File: src/hdl/rv_pkg.sv
package rv_pkg;

    localparam int XLEN = 32;                   // data and address width

    typedef logic [XLEN-1:0] word_t;
    typedef logic [4:0]      reg_idx_t;

    //////////////////////////////
    // control encodings

    typedef enum logic [3:0] {
        ALU_ADD,
        ALU_SUB,
        ALU_AND,
        ALU_OR,
        ALU_XOR,
        ALU_SLL,
        ALU_SRL,
        ALU_SRA,
        ALU_SLT,
        ALU_SLTU,
        ALU_PASS_B                              // lui
    } alu_op_t;

    typedef enum logic [2:0] {
        BR_NONE,
        BR_EQ,
        BR_NE,
        BR_LT,
        BR_GE,
        BR_LTU,
        BR_GEU
    } br_cond_t;

    typedef enum logic [1:0] {
        MEM_BYTE,
        MEM_HALF,
        MEM_WORD
    } mem_size_t;

    //////////////////////////////
    // rv32i base opcodes

    localparam logic [6:0] OPC_OP     = 7'b0110011;
    localparam logic [6:0] OPC_OP_IMM = 7'b0010011;
    localparam logic [6:0] OPC_LOAD   = 7'b0000011;
    localparam logic [6:0] OPC_STORE  = 7'b0100011;
    localparam logic [6:0] OPC_BRANCH = 7'b1100011;
    localparam logic [6:0] OPC_JAL    = 7'b1101111;
    localparam logic [6:0] OPC_JALR   = 7'b1100111;
    localparam logic [6:0] OPC_LUI    = 7'b0110111;
    localparam logic [6:0] OPC_AUIPC  = 7'b0010111;

    localparam int unsigned DEFAULT_MEM_BYTES    = 32768;
    localparam word_t       DEFAULT_UART_TX_ADDR = 32'h0002_0020;
    localparam word_t       RESET_PC             = 32'h0000_0000;

endpackage

File: src/hdl/rv_regfile.sv
`timescale 1ns/1ns

module rv_regfile (
    input  logic             clk,
    input  rv_pkg::reg_idx_t i_rs1,
    input  rv_pkg::reg_idx_t i_rs2,
    input  rv_pkg::reg_idx_t i_rd,
    input  logic             i_we,
    input  logic             i_load,
    input  rv_pkg::word_t    i_alu_result,
    input  rv_pkg::word_t    i_load_data,
    output rv_pkg::word_t    o_rs1_data,
    output rv_pkg::word_t    o_rs2_data
);
    import rv_pkg::*;

    word_t regs [1:31];                                 // x0 has no storage
    word_t wb_data;

    assign wb_data = i_load ? i_load_data : i_alu_result;

    // x0 always reads zero
    assign o_rs1_data = (i_rs1 == '0) ? '0 : regs[i_rs1];
    assign o_rs2_data = (i_rs2 == '0) ? '0 : regs[i_rs2];

    always_ff @(posedge clk) begin
        if (i_we && (i_rd != '0)) begin                 // writes to x0 are dropped
            regs[i_rd] <= wb_data;
        end
    end

endmodule

File: config.mk
export PLATFORM = sky130hd
export DESIGN_NAME = rv_regfile
export DESIGN_NICKNAME = d
export VERILOG_FILES = /design/src/hdl/rv_pkg.sv /design/src/hdl/rv_regfile.sv
export SDC_FILE = /design/constraint.sdc
export NUM_CORES = 1
export LEC_CHECK = 0
export BUFFER_PORTS_ARGS = -buffer_cell sky130_fd_sc_hd__buf_2
export CORE_MARGIN = 1
export CORE_UTILIZATION = 51
export CTS_BUF_LIST = sky130_fd_sc_hd__clkbuf_4
export CTS_CLUSTER_SIZE = 25
export DETAILED_ROUTE_END_ITERATION = 12
export PLACE_DENSITY = 0.74
export SKIP_LAST_GASP = 1
export SLEW_MARGIN = 0
export SYNTH_ARGS = -nofsm -noshare
export SYNTH_HDL_FRONTEND = slang
export SYNTH_SLANG_ARGS = --single-unit
File: constraint.sdc
create_clock -name clk -period 8.4 [get_ports clk]
set_input_delay 0.84 -clock clk [delete_from_list [all_inputs] [get_ports clk]]
set_output_delay 0.84 -clock clk [all_outputs]
set_load 0.05 [all_outputs]
Word-level counts from Yosys, hierarchy flattened
Memories as Yosys holds them, arrays and structs flattened.
Cells that the tools add are included.

storage, ports and cells
  memories = 1
  output and inout bits = 64
  register bits after elaboration = 0
  memory bits (writable) = 992
  logic and storage cells = 10

memories
  name  words  width  rd ports  clocked after memory_dff  wr ports  RTL line          text
  regs  31     32     2         0                         1         rv_regfile.sv:17  word_t regs [1:31];

cells by class
  muxes and demuxes = 5
  reductions and logical operators = 4

operators by type and width
  operator           number
  $mux 32            3
  $logic_not 5->1    2
  $reduce_bool 5->1  1
  $mux 1             2
  $logic_and 1x1->1  1

Depth between registers and ports, before layout
  depth after elaboration = 4
  depth in mapped cells = 9

Worst setup path before layout
OpenSTA, ideal clock, no wires.

  path kind = input to output
  start point = input i_rs1[2]
  end point = output o_rs1_data[30]
  required time = 7.560 ns
  path buffers = 3
  data arrival time = 3.037 ns
  stages on the path = 6
  path slack = 4.523 ns
  cell sequence = buf_2 buf_2 nor3_1 clkbuf_1 a221oi_1 o21ai_0

on the way
  cells in the longest elaborated chain, start to end = 2

ends and longest elaborated chain
  item                                                     RTL line          text
  start: declaration                                       rv_regfile.sv:5   input rv_pkg::reg_idx_t i_rs1,
  $mem_v2 31x32 / $logic_not 5->1 (equally long branches)  -
  $mux 32 (*)                                              rv_regfile.sv:23  assign o_rs1_data = (i_rs1 == '0) ? '0 : regs[i_rs1];
  end: declaration                                         rv_regfile.sv:12  output rv_pkg::word_t o_rs1_data,

Every way passes the cells marked *; elsewhere a longest branch is shown, timed or not.

Worst setup path after layout
  start point = input i_rs1[1]
  end point = output o_rs1_data[11]

The elaborated chain is that of the path after synthesis.

==> metrics.yaml <==
p_per_area_nw_per_um2: 204
grt_start_max_net_pins: 125
fin_ws_ps: 2820
overflow: 0
holdPathStages: 3
async_flop_share: 0
path_clk_slew_ps: 60
cts_sinks: 992
synth_area_leader_cell: "edfxtp_1"
cp-start-kind: "input pin"
multiInputGateArea_sq_um: 16300
yosysWarnings: 0
vias: 30805
finish.utilization: 0.567
via_per_inst: 7.03
cts_tree: "done"
netlist_area_sq_um: 47100
synth-edff-count: 992
crit_chain: "buf_6 -> buf_4 -> nor2b_4 -> a22o_1 -> nor3_1 -> a221oi_1 -> o21ai_0 -> buf_2"
rows: 111
drt_first_pass_iters: 6
tightest_slew_ps: 1400
status: "complete, no violations"
seq_area_frac_synth: 0.633
cts_hold_buf: 0
setup_tns_ps: 0
numCtsBuffers: 241
cts-root-buf: "clkbuf_4"
largest_reg_flops: 992
syn2layout_area_growth_pct: 10.2
cap_violations: 0
dp_slack_ps: 2980
cp_slowest_cell: "nor2b_4"
largest-register: "regs"
hold_path_startpoint: "i_rd[2]"
critical_path_class: "input pin to output port"
ir_worst_vdd_mv: 0.123
power_mw: 10.6
synth_cell_types: 40
hold_path_end: "regs[7][9]"
cp_max_fo: 67
synth.avg_cell_area_sq_um: 16.9
start_util: 0.514
hp-class: "input pin to flip-flop"
cts_max_level: 4
place_hpwl_um: 83300
p_leak_nw: 17.6
fillers: 6877
synth.most_common_cell: "edfxtp_1"
grt_pass1_wl_um: 207000
io_pins: 146
portBuffers: 145
ys_top_cells_by_area: "edfxtp_1 63%, mux4_2 10%, mux2i_1 8.6%"
synth_commonest_cells: "992 x edfxtp_1, 404 x mux2i_1, 211 x mux4_2"
rsz0062_at_grt: "no"
dieWidth_um: 306
synth_top_area_share: 0.633
fin_crit_sh: 0.664
finalHoldViolCount: 0
reg_top3: "regs: 992 flops"
core-area_sq_um: 91500
register_area_sq_um: 29800
gp_congestion: 0.863
synthCells: 2791
setup_viol: 0
endpoint_kind: "output port"
grt_pass1_vias: 30549
cts_resized: 0
nNetsFinal: 3105
ys_seq_elements: 992
drive_gt1_frac: 0.327
timing.fmax_mhz: 179
fin_hold_ws_ps: 406
worstPathRequired_ps: 7560
drc: 0
die_h_um: 306
clockBufferDepth: 3
design.die.area_sq_um: 93500
max_slew_margin: 0.0629
avgRoutedWirePerCell_um: 33.2
synthesis.nets: 2873
antenna_found_initial: 6
drt_iter0_markers: 4634
maxSlewViolCount: 0
grt_usage: 0.309
min_period_ps: 5580
synth_flop_cell: "edfxtp_1"
cts_setup_buffers: 0
ant_nets: 0
drt-total-wl_um: 146000
max_stage_delay_ps: 1200
crit_arrival_ps: 4740
-- through the flow --
step,std cells,cell area (sq um)
2_1_floorplan,2791,47100
6_report,4379,51900
4_1_cts,4369,51800
3_3_place_gp,3966,49000
5_1_grt,4370,51900
3_5_place_dp,3966,49000
-- worst max-delay path: cells and delay by family --
family | cells | cell delay [ps]
simple gates | 2 | 1260
buf+inv | 3 | 1480
compound gates | 3 | 1100
-- area by class of cell --
cell class	instances	share of cell area
inverter	1	0.0000724
sequential	992	0.574
clock inverter	77	0.00868
antenna	10	0.000482
timing repair buffer	219	0.0265
clock buffer	326	0.0472
multi-input combinational	1568	0.314
tap	1186	0.0286
-- logic make-up after synthesis --
| group | synth area share |
|---|---|
| flops | 0.633 |
| mux | 0.239 |
| compound gates | 0.0823 |
| buf+inv | 0.0275 |
| simple gates | 0.0180 |
-- worst max-delay path by stage --
stage	endpoint	slack [ps]	startpoint
after CTS	o_rs1_data[11]	2970	i_rs1[1]
after global placement	o_rs1_data[11]	3070	i_rs1[1]
after floorplan	o_rs1_data[30]	4520	i_rs1[2]
final	o_rs1_data[11]	2820	i_rs1[1]
after global routing	o_rs1_data[11]	2900	i_rs1[1]
after detailed placement	o_rs1_data[11]	2980	i_rs1[1]
-- per-layer routing --
metal / track usage / vias to the layer above / wire [um]
met5: 0 / - / 11
met4: 0.134 / 2 / 6280
met3: 0.0679 / 380 / 18900
met2: 0.476 / 2540 / 67300
met1: 0.425 / 15592 / 53000
li1: - / 12291 / -
-- report_power, final --
part / internal (mW) / total [mW] / switching [mW]
sequential: 5.55 / 5.58 / 0.0272
combinational: 0.379 / 1.21 / 0.833
clock: 1.84 / 3.79 / 1.94
total: 7.77 / 10.6 / 2.80
-- cell usage in the layout, fill, tap and decap left out, types with 3 or more instances in the layout --
cell / netlist / routed
edfxtp_1: 992 / 992
mux2i_1: 404 / 404
clkbuf_4: 0 / 326
mux4_2: 211 / 211
mux2_2: 207 / 207
buf_2: 45 / 139
a21oi_1: 113 / 113
a22o_1: 88 / 88
o22ai_1: 76 / 76
a221oi_1: 72 / 72
buf_4: 43 / 71
o21ai_0: 58 / 58
nor2_1: 86 / 54
clkinv_1: 0 / 48
a211oi_1: 40 / 40
nor2_4: 0 / 33
nor3_1: 34 / 33
o211ai_1: 32 / 32
a22oi_1: 24 / 24
o221ai_1: 20 / 20
nand2_1: 21 / 19
nor2b_1: 19 / 14
clkinv_2: 0 / 13
a221o_1: 12 / 12
a31oi_1: 12 / 12
diode_2: 0 / 10
o21ai_1: 10 / 10
nor2b_4: 0 / 5
mux4_1: 5 / 5
nand3b_1: 5 / 5
inv_6: 0 / 5
clkinv_8: 0 / 4
buf_12: 4 / 4
and2_1: 3 / 3
or3b_2: 3 / 3
clkinv_4: 0 / 3
Note: power is estimated with default switching activity, not from simulation.
