==> src/hdl/rv_pkg.sv <==
package rv_pkg;

    localparam int XLEN = 32;                   // data and address width

    typedef logic [XLEN-1:0] word_t;
    typedef logic [4:0]      reg_idx_t;

    //////////////////////////////
    // control encodings

    typedef enum logic [3:0] {
        ALU_ADD,
        ALU_SUB,
        ALU_AND,
        ALU_OR,
        ALU_XOR,
        ALU_SLL,
        ALU_SRL,
        ALU_SRA,
        ALU_SLT,
        ALU_SLTU,
        ALU_PASS_B                              // lui
    } alu_op_t;

    typedef enum logic [2:0] {
        BR_NONE,
        BR_EQ,
        BR_NE,
        BR_LT,
        BR_GE,
        BR_LTU,
        BR_GEU
    } br_cond_t;

    typedef enum logic [1:0] {
        MEM_BYTE,
        MEM_HALF,
        MEM_WORD
    } mem_size_t;

    //////////////////////////////
    // rv32i base opcodes

    localparam logic [6:0] OPC_OP     = 7'b0110011;
    localparam logic [6:0] OPC_OP_IMM = 7'b0010011;
    localparam logic [6:0] OPC_LOAD   = 7'b0000011;
    localparam logic [6:0] OPC_STORE  = 7'b0100011;
    localparam logic [6:0] OPC_BRANCH = 7'b1100011;
    localparam logic [6:0] OPC_JAL    = 7'b1101111;
    localparam logic [6:0] OPC_JALR   = 7'b1100111;
    localparam logic [6:0] OPC_LUI    = 7'b0110111;
    localparam logic [6:0] OPC_AUIPC  = 7'b0010111;

    localparam int unsigned DEFAULT_MEM_BYTES    = 32768;
    localparam word_t       DEFAULT_UART_TX_ADDR = 32'h0002_0020;
    localparam word_t       RESET_PC             = 32'h0000_0000;

endpackage

==> src/hdl/rv_decode.sv <==
`timescale 1ns/1ns

module rv_decode (
    input  rv_pkg::word_t     i_inst,
    output rv_pkg::reg_idx_t  o_rs1,
    output rv_pkg::reg_idx_t  o_rs2,
    output rv_pkg::reg_idx_t  o_rd,
    output rv_pkg::word_t     o_imm,
    output rv_pkg::alu_op_t   o_alu_op,
    output logic              o_use_imm,
    output rv_pkg::br_cond_t  o_br_cond,
    output logic              o_jal,
    output logic              o_jalr,
    output logic              o_auipc,
    output logic              o_load,
    output logic              o_store,
    output rv_pkg::mem_size_t o_mem_size,
    output logic              o_mem_unsigned,
    output logic              o_reg_write
);
    import rv_pkg::*;

    logic [6:0] opcode;
    logic [2:0] funct3;
    logic [6:0] funct7;
    logic       op_ok;                                  // legal funct7 for r-type
    logic       shift_ok;                               // legal funct7 for shift-immediates
    word_t      imm_i;
    word_t      imm_s;
    word_t      imm_b;
    word_t      imm_u;
    word_t      imm_j;

    assign opcode = i_inst[6:0];
    assign funct3 = i_inst[14:12];
    assign funct7 = i_inst[31:25];
    assign o_rd   = i_inst[11:7];
    assign o_rs1  = i_inst[19:15];
    assign o_rs2  = i_inst[24:20];

    assign imm_i = {{20{i_inst[31]}}, i_inst[31:20]};
    assign imm_s = {{20{i_inst[31]}}, i_inst[31:25], i_inst[11:7]};
    assign imm_b = {{19{i_inst[31]}}, i_inst[31], i_inst[7], i_inst[30:25], i_inst[11:8], 1'b0};
    assign imm_u = {i_inst[31:12], 12'h000};
    assign imm_j = {{11{i_inst[31]}}, i_inst[31], i_inst[19:12], i_inst[20], i_inst[30:21], 1'b0};

    assign op_ok    = (funct7 == 7'h00) ||
                      ((funct7 == 7'h20) && (funct3 == 3'b000 || funct3 == 3'b101));
    assign shift_ok = (funct3 == 3'b001) ? (funct7 == 7'h00) :
                      (funct3 == 3'b101) ? (funct7 == 7'h00 || funct7 == 7'h20) : 1'b1;

    always_comb begin
        o_imm          = '0;
        o_alu_op       = ALU_ADD;
        o_use_imm      = 1'b0;
        o_br_cond      = BR_NONE;
        o_jal          = 1'b0;
        o_jalr         = 1'b0;
        o_auipc        = 1'b0;
        o_load         = 1'b0;
        o_store        = 1'b0;
        o_mem_size     = MEM_WORD;
        o_mem_unsigned = 1'b0;
        o_reg_write    = 1'b0;
        case (opcode)
            OPC_OP, OPC_OP_IMM: begin
                o_use_imm   = (opcode == OPC_OP_IMM);
                o_imm       = imm_i;                    // shamt sits in imm[4:0]
                o_reg_write = (opcode == OPC_OP) ? op_ok : shift_ok;
                case (funct3)
                    3'b000:  o_alu_op = (opcode == OPC_OP && funct7[5]) ? ALU_SUB : ALU_ADD;
                    3'b001:  o_alu_op = ALU_SLL;
                    3'b010:  o_alu_op = ALU_SLT;
                    3'b011:  o_alu_op = ALU_SLTU;
                    3'b100:  o_alu_op = ALU_XOR;
                    3'b101:  o_alu_op = funct7[5] ? ALU_SRA : ALU_SRL;
                    3'b110:  o_alu_op = ALU_OR;
                    default: o_alu_op = ALU_AND;
                endcase
            end
            OPC_LOAD: begin
                o_use_imm      = 1'b1;
                o_imm          = imm_i;
                o_mem_unsigned = funct3[2];
                o_mem_size     = (funct3[1:0] == 2'b00) ? MEM_BYTE :
                                 (funct3[1:0] == 2'b01) ? MEM_HALF : MEM_WORD;
                o_load         = (funct3 == 3'b000) || (funct3 == 3'b001) ||
                                 (funct3 == 3'b010) || (funct3 == 3'b100) || (funct3 == 3'b101);
                o_reg_write    = o_load;
            end
            OPC_STORE: begin
                o_use_imm  = 1'b1;
                o_imm      = imm_s;
                o_mem_size = (funct3 == 3'b000) ? MEM_BYTE :
                             (funct3 == 3'b001) ? MEM_HALF : MEM_WORD;
                o_store    = (funct3 == 3'b000) || (funct3 == 3'b001) || (funct3 == 3'b010);
            end
            OPC_BRANCH: begin
                o_imm = imm_b;
                case (funct3)
                    3'b000:  o_br_cond = BR_EQ;
                    3'b001:  o_br_cond = BR_NE;
                    3'b100:  o_br_cond = BR_LT;
                    3'b101:  o_br_cond = BR_GE;
                    3'b110:  o_br_cond = BR_LTU;
                    3'b111:  o_br_cond = BR_GEU;
                    default: o_br_cond = BR_NONE;       // 010 and 011 are reserved
                endcase
            end
            OPC_JAL: begin
                o_imm       = imm_j;
                o_jal       = 1'b1;
                o_reg_write = 1'b1;
            end
            OPC_JALR: begin
                o_use_imm   = 1'b1;
                o_imm       = imm_i;
                o_jalr      = (funct3 == 3'b000);
                o_reg_write = o_jalr;
            end
            OPC_LUI: begin
                o_use_imm   = 1'b1;
                o_imm       = imm_u;
                o_alu_op    = ALU_PASS_B;
                o_reg_write = 1'b1;
            end
            OPC_AUIPC: begin
                o_use_imm   = 1'b1;
                o_imm       = imm_u;
                o_auipc     = 1'b1;                     // pc feeds alu operand a
                o_reg_write = 1'b1;
            end
            default: ;                                  // fence, system etc. act as no-ops
        endcase
    end

endmodule

==> config.mk <==
export PLATFORM = sky130hd
export DESIGN_NAME = rv_decode
export DESIGN_NICKNAME = d
export VERILOG_FILES = /design/src/hdl/rv_pkg.sv /design/src/hdl/rv_decode.sv
export SDC_FILE = /design/constraint.sdc
export NUM_CORES = 1
export LEC_CHECK = 0
export ABC_AREA = 1
export ABC_CLOCK_PERIOD_IN_PS = 950
export BUFFER_PORTS_ARGS = -buffer_cell sky130_fd_sc_hd__buf_4
export CORE_MARGIN = 2
export CORE_UTILIZATION = 35
export DETAILED_ROUTE_END_ITERATION = 6
export GPL_TIMING_DRIVEN = 1
export PLACE_DENSITY = 0.77
export SYNTH_ARGS = -nofsm -noshare
export SYNTH_HDL_FRONTEND = slang
export SYNTH_SLANG_ARGS = --single-unit
export TNS_END_PERCENT = 5
==> constraint.sdc <==
create_clock -name vclk -period 0.95
set_clock_uncertainty 0.2 [all_clocks]
set_input_delay 0.0475 -clock vclk [all_inputs]
set_output_delay 0.0475 -clock vclk [all_outputs]
set_load 0.01 [all_outputs]
### Word level (Yosys, flattened, before mapping)

Cells that the tools add are included.

* output and inout bits: 64
* input bits: 32
* register bits: 0

* multiplexer cells: 23
* reduce and logical (&&, ||, !) cells: 17
* eq/ne operators: 18

Operator list (number)
* $pmux 32 s5: 1
* $eq 7x6->1 const B: 4
* $pmux 4 s7: 1
* $eq 7x7->1 const B: 3
* $pmux 3 s6: 1
* $eq 7x5->1 const B: 2
* $eq 3x3->1 const B: 4
* $mux 1: 11
* $mux 2: 4
* $pmux 4 s2: 1
* $eq 7x2->1 const B: 1
* $logic_not 7->1: 1
* $logic_or 1x1->1: 7
* $eq 3x2->1 const B: 2
* $reduce_or 5->1: 1
* $pmux 1 s4: 1
* $pmux 2 s2: 1
* $reduce_or 2->1: 2
* $reduce_or 4->1: 1
* $eq 3x1->1 const B: 1
* $logic_not 3->1: 1
* $mux 3: 1
* $reduce_or 3->1: 1
* $eq 2x1->1 const B: 1
* other kinds (3): 4

### Longest topological paths before layout

* depth after elaboration: 6
* gate-level depth with buffers: 9

### Least setup slack after synthesis

No wires, ideal clock.

* path kind: input -> output
* start: input i_inst[12]
* end: output o_reg_write
* stages on the path: 6
* slack: -0.228 ns
* buffers on the path: 1
* required time: 0.702 ns
* arrival: 0.930 ns
* cells stage by stage: clkbuf_1 > nor2_1 > inv_1 > a21oi_1 > nor2_1 > nand2_1

* word-level cells in the longest chain between the ends: 6

RTL lines
* from (decl): line rv_decode.sv:4 `input rv_pkg::word_t i_inst,`
* $eq 3x3->1, or another cell as far along: line rv_decode.sv:48, rv_decode.sv:50, rv_decode.sv:88
* $logic_or 1x1->1, on equally long branches: line rv_decode.sv:48, rv_decode.sv:87
* $logic_and 1x1->1 or $logic_or 1x1->1 (tied branches): line rv_decode.sv:48, rv_decode.sv:87
* $logic_or 1x1->1, on equally long branches: line rv_decode.sv:47, rv_decode.sv:88
* $mux 1 or $logic_or 1x1->1 (tied branches): line rv_decode.sv:69, rv_decode.sv:88
* $pmux 1 s4 (*): line rv_decode.sv:65 `case (opcode)`
* to (decl): line rv_decode.sv:19 `output logic o_reg_write`

Every way passes the cells marked *; elsewhere a longest branch is shown, timed or not.

### Worst setup path after layout

* start: input i_inst[2]
* end: output o_reg_write

* word-level cells in the longest chain between the ends: 3

RTL lines (line)
* $eq 7x5->1, or another cell as far along: rv_decode.sv:65
* $reduce_or 3->1 (no source line), or another cell as far along
* $pmux 1 s4 (*): rv_decode.sv:65

Marks and branches as above.

==> flow_metrics.env <==
export IMPL_finalNetCount=344
export IMPL_gp_congestion=0.856
export IMPL_postLayoutCoreUtil=0.919
export IMPL_critPathKind="input pin to output pin"
export IMPL_ir_drop_v=0.000282
export IMPL_grt_pass1_wl_mm=8.62
export IMPL_post_route_min_period_ns=1.45
export IMPL_synth_top_cell_by_area="nand2_1"
export IMPL_cp_required_ns=0.70
export IMPL_timing_final_crit_share=1.53
export IMPL_io_buffers=96
export IMPL_dieWidth_microns=57.7
export IMPL_synth_area_sq_mm=0.00101
export IMPL_synthCells=194
export IMPL_dieArea_sq_mm=0.00333
export IMPL_leakage_uw=0.00155
export IMPL_placed_cells=333
export IMPL_p_per_area_mw_per_mm2=276
export IMPL_grt_max_degree=14
export IMPL_num_antenna_cells=0
export IMPL_worstSetupEndpointType="output pin"
export IMPL_setup_violations=49
export IMPL_final_cell_mix="buf_4, nand2_1, buf_6"
export IMPL_ant_nets=0
export IMPL_maxCapViolations=0
export IMPL_seq_cell_count=0
export IMPL_groute_usage_overall=0.328
export IMPL_rows=19
export IMPL_synth_seq_area_share=0
export IMPL_vias=1879
export IMPL_ff_latch_area_sq_um=0
export IMPL_drive_gt1_frac=0.668
export IMPL_fp_dieH_microns=57.7
export IMPL_relSlewSlack=0.790
export IMPL_postSynthNetCount=226
export IMPL_overflow=0
export IMPL_antenna_found_initial=0
export IMPL_area_delta_synth_final_pct=151
export IMPL_clock_buffers=0
export IMPL_arrival_ns=1.20
export IMPL_rsz0062_at_grt="yes"
export IMPL_core_area_sq_mm=0.00276
export IMPL_drtIter0Drc=110
export IMPL_hold_class="input pin to output pin"
export IMPL_fin_cells=341
export IMPL_synth_warnings=0
export IMPL_grt_pass1_vias=1831
export IMPL_drv_slew=0
export IMPL_dr_pass1_iters=4
export IMPL_violations="negative setup slack"
export IMPL_wire_per_inst_microns=17.9
export IMPL_via_per_inst=5.51
export IMPL_cp_max_fo=5
export IMPL_synth_cell_types=27
export IMPL_start_util=0.366
export IMPL_synthTopCellsByArea="nand2_1, nand3_1, buf_4"
export IMPL_fill_cells=118
export IMPL_hpwl_mm=3.42
export IMPL_status="finished with violations"
export IMPL_whs_ns=0.0836
export IMPL_hold_viol=0
export IMPL_syn_avg_cell_area_sq_um=5.20
export IMPL_wirelength_mm=6.11
export IMPL_whs_path_depth=2
export IMPL_worstMarginPinSlew_ns=0.313
export IMPL_synth_top_cell_area_share=0.227
export IMPL_critPathLaunchType="input pin"
export IMPL_max_freq_mhz=690
export IMPL_final_common_cell="buf_4"
export IMPL_io_pins=96
export IMPL_cts_hold_buf=0
export IMPL_setup_slack_ns=-0.499
export IMPL_drc_errors=0
-- final timing paths --
kind | start | endpoint | slack (ns)
max | i_inst[2] | o_reg_write | -0.50
min | i_inst[10] | o_rd[3] | 0.08
-- cells in the mapped netlist --
cell and n:
nand4_1 4, buf_4 16, nand3b_1 1, o211ai_1 1, nor2_8 1, nand2_4 4, clkbuf_1 1, nand4_2 1
inv_1 23, inv_2 4, nand3_4 1, clkbuf_4 1, nor2_4 1, nand2_1 61, buf_2 1, nor2_1 20
a21oi_1 5, nand3_1 25, a211oi_2 1, nor2_2 2, nand3_2 3, nor3_1 4, o21ai_1 1, o21ai_0 1
nand2_2 6, buf_6 3, o31ai_1 2
-- where the power goes --
group | internal, uW | switching (uW)
Clock | 0 | 0
Sequential | 0 | 0
Combinational | 347 | 352
-- logic make-up (layout without fill, tap and decap cells) --
group,Yosys count,count (layout),share of synthesized area
simple gates,134,134,0.662
buf+inv,49,165,0.269
compound gates,11,11,0.0694
-- critical path, cell delays in order --
cell and delay (ns):
buf_8 0.11, inv_6 0.04, nand2_4 0.04, nor2_4 0.11, buf_6 0.12, nand2_4 0.07
buf_12 0.15, a21oi_1 0.19, nand2_1 0.12, nand2_1 0.07, buf_4 0.12
-- routing by layer --
metal / global-route usage / wire length, microns
met3: 0.0491 / 510
met4: 0.173 / 369
met1: 0.349 / 2100
met5: 0 / 0
met2: 0.615 / 3130
-- through the flow --
stage               setup slack, ns  cell area (sq um)  power, uW  TNS (ns)
finish                       -0.499               2530        699    -17.94
global route                 -0.564               2530        736    -20.27
CTS                          -0.388               2470        650    -15.44
detailed placement           -0.474               2120        561    -19.70
global placement             -0.452               2120        551    -19.13
floorplan                    -0.153               1260        267     -4.81
-- what timing repair did --
action,in CTS,in global routing
gates resized for setup,69,15
endpoints found under the hold margin,0,0
pin swaps,10,7
cloned,1,0
setup endpoints to repair,49,49
setup buffers,6,1
-- final cells by class --
class	count	area [sq um]	area share
inverters	27	134	0.0528
well taps	31	38.8	0.0153
repair buffers	138	1260	0.499
multi-input cells	145	1100	0.433
Note: power is estimated with default switching activity, not from simulation.
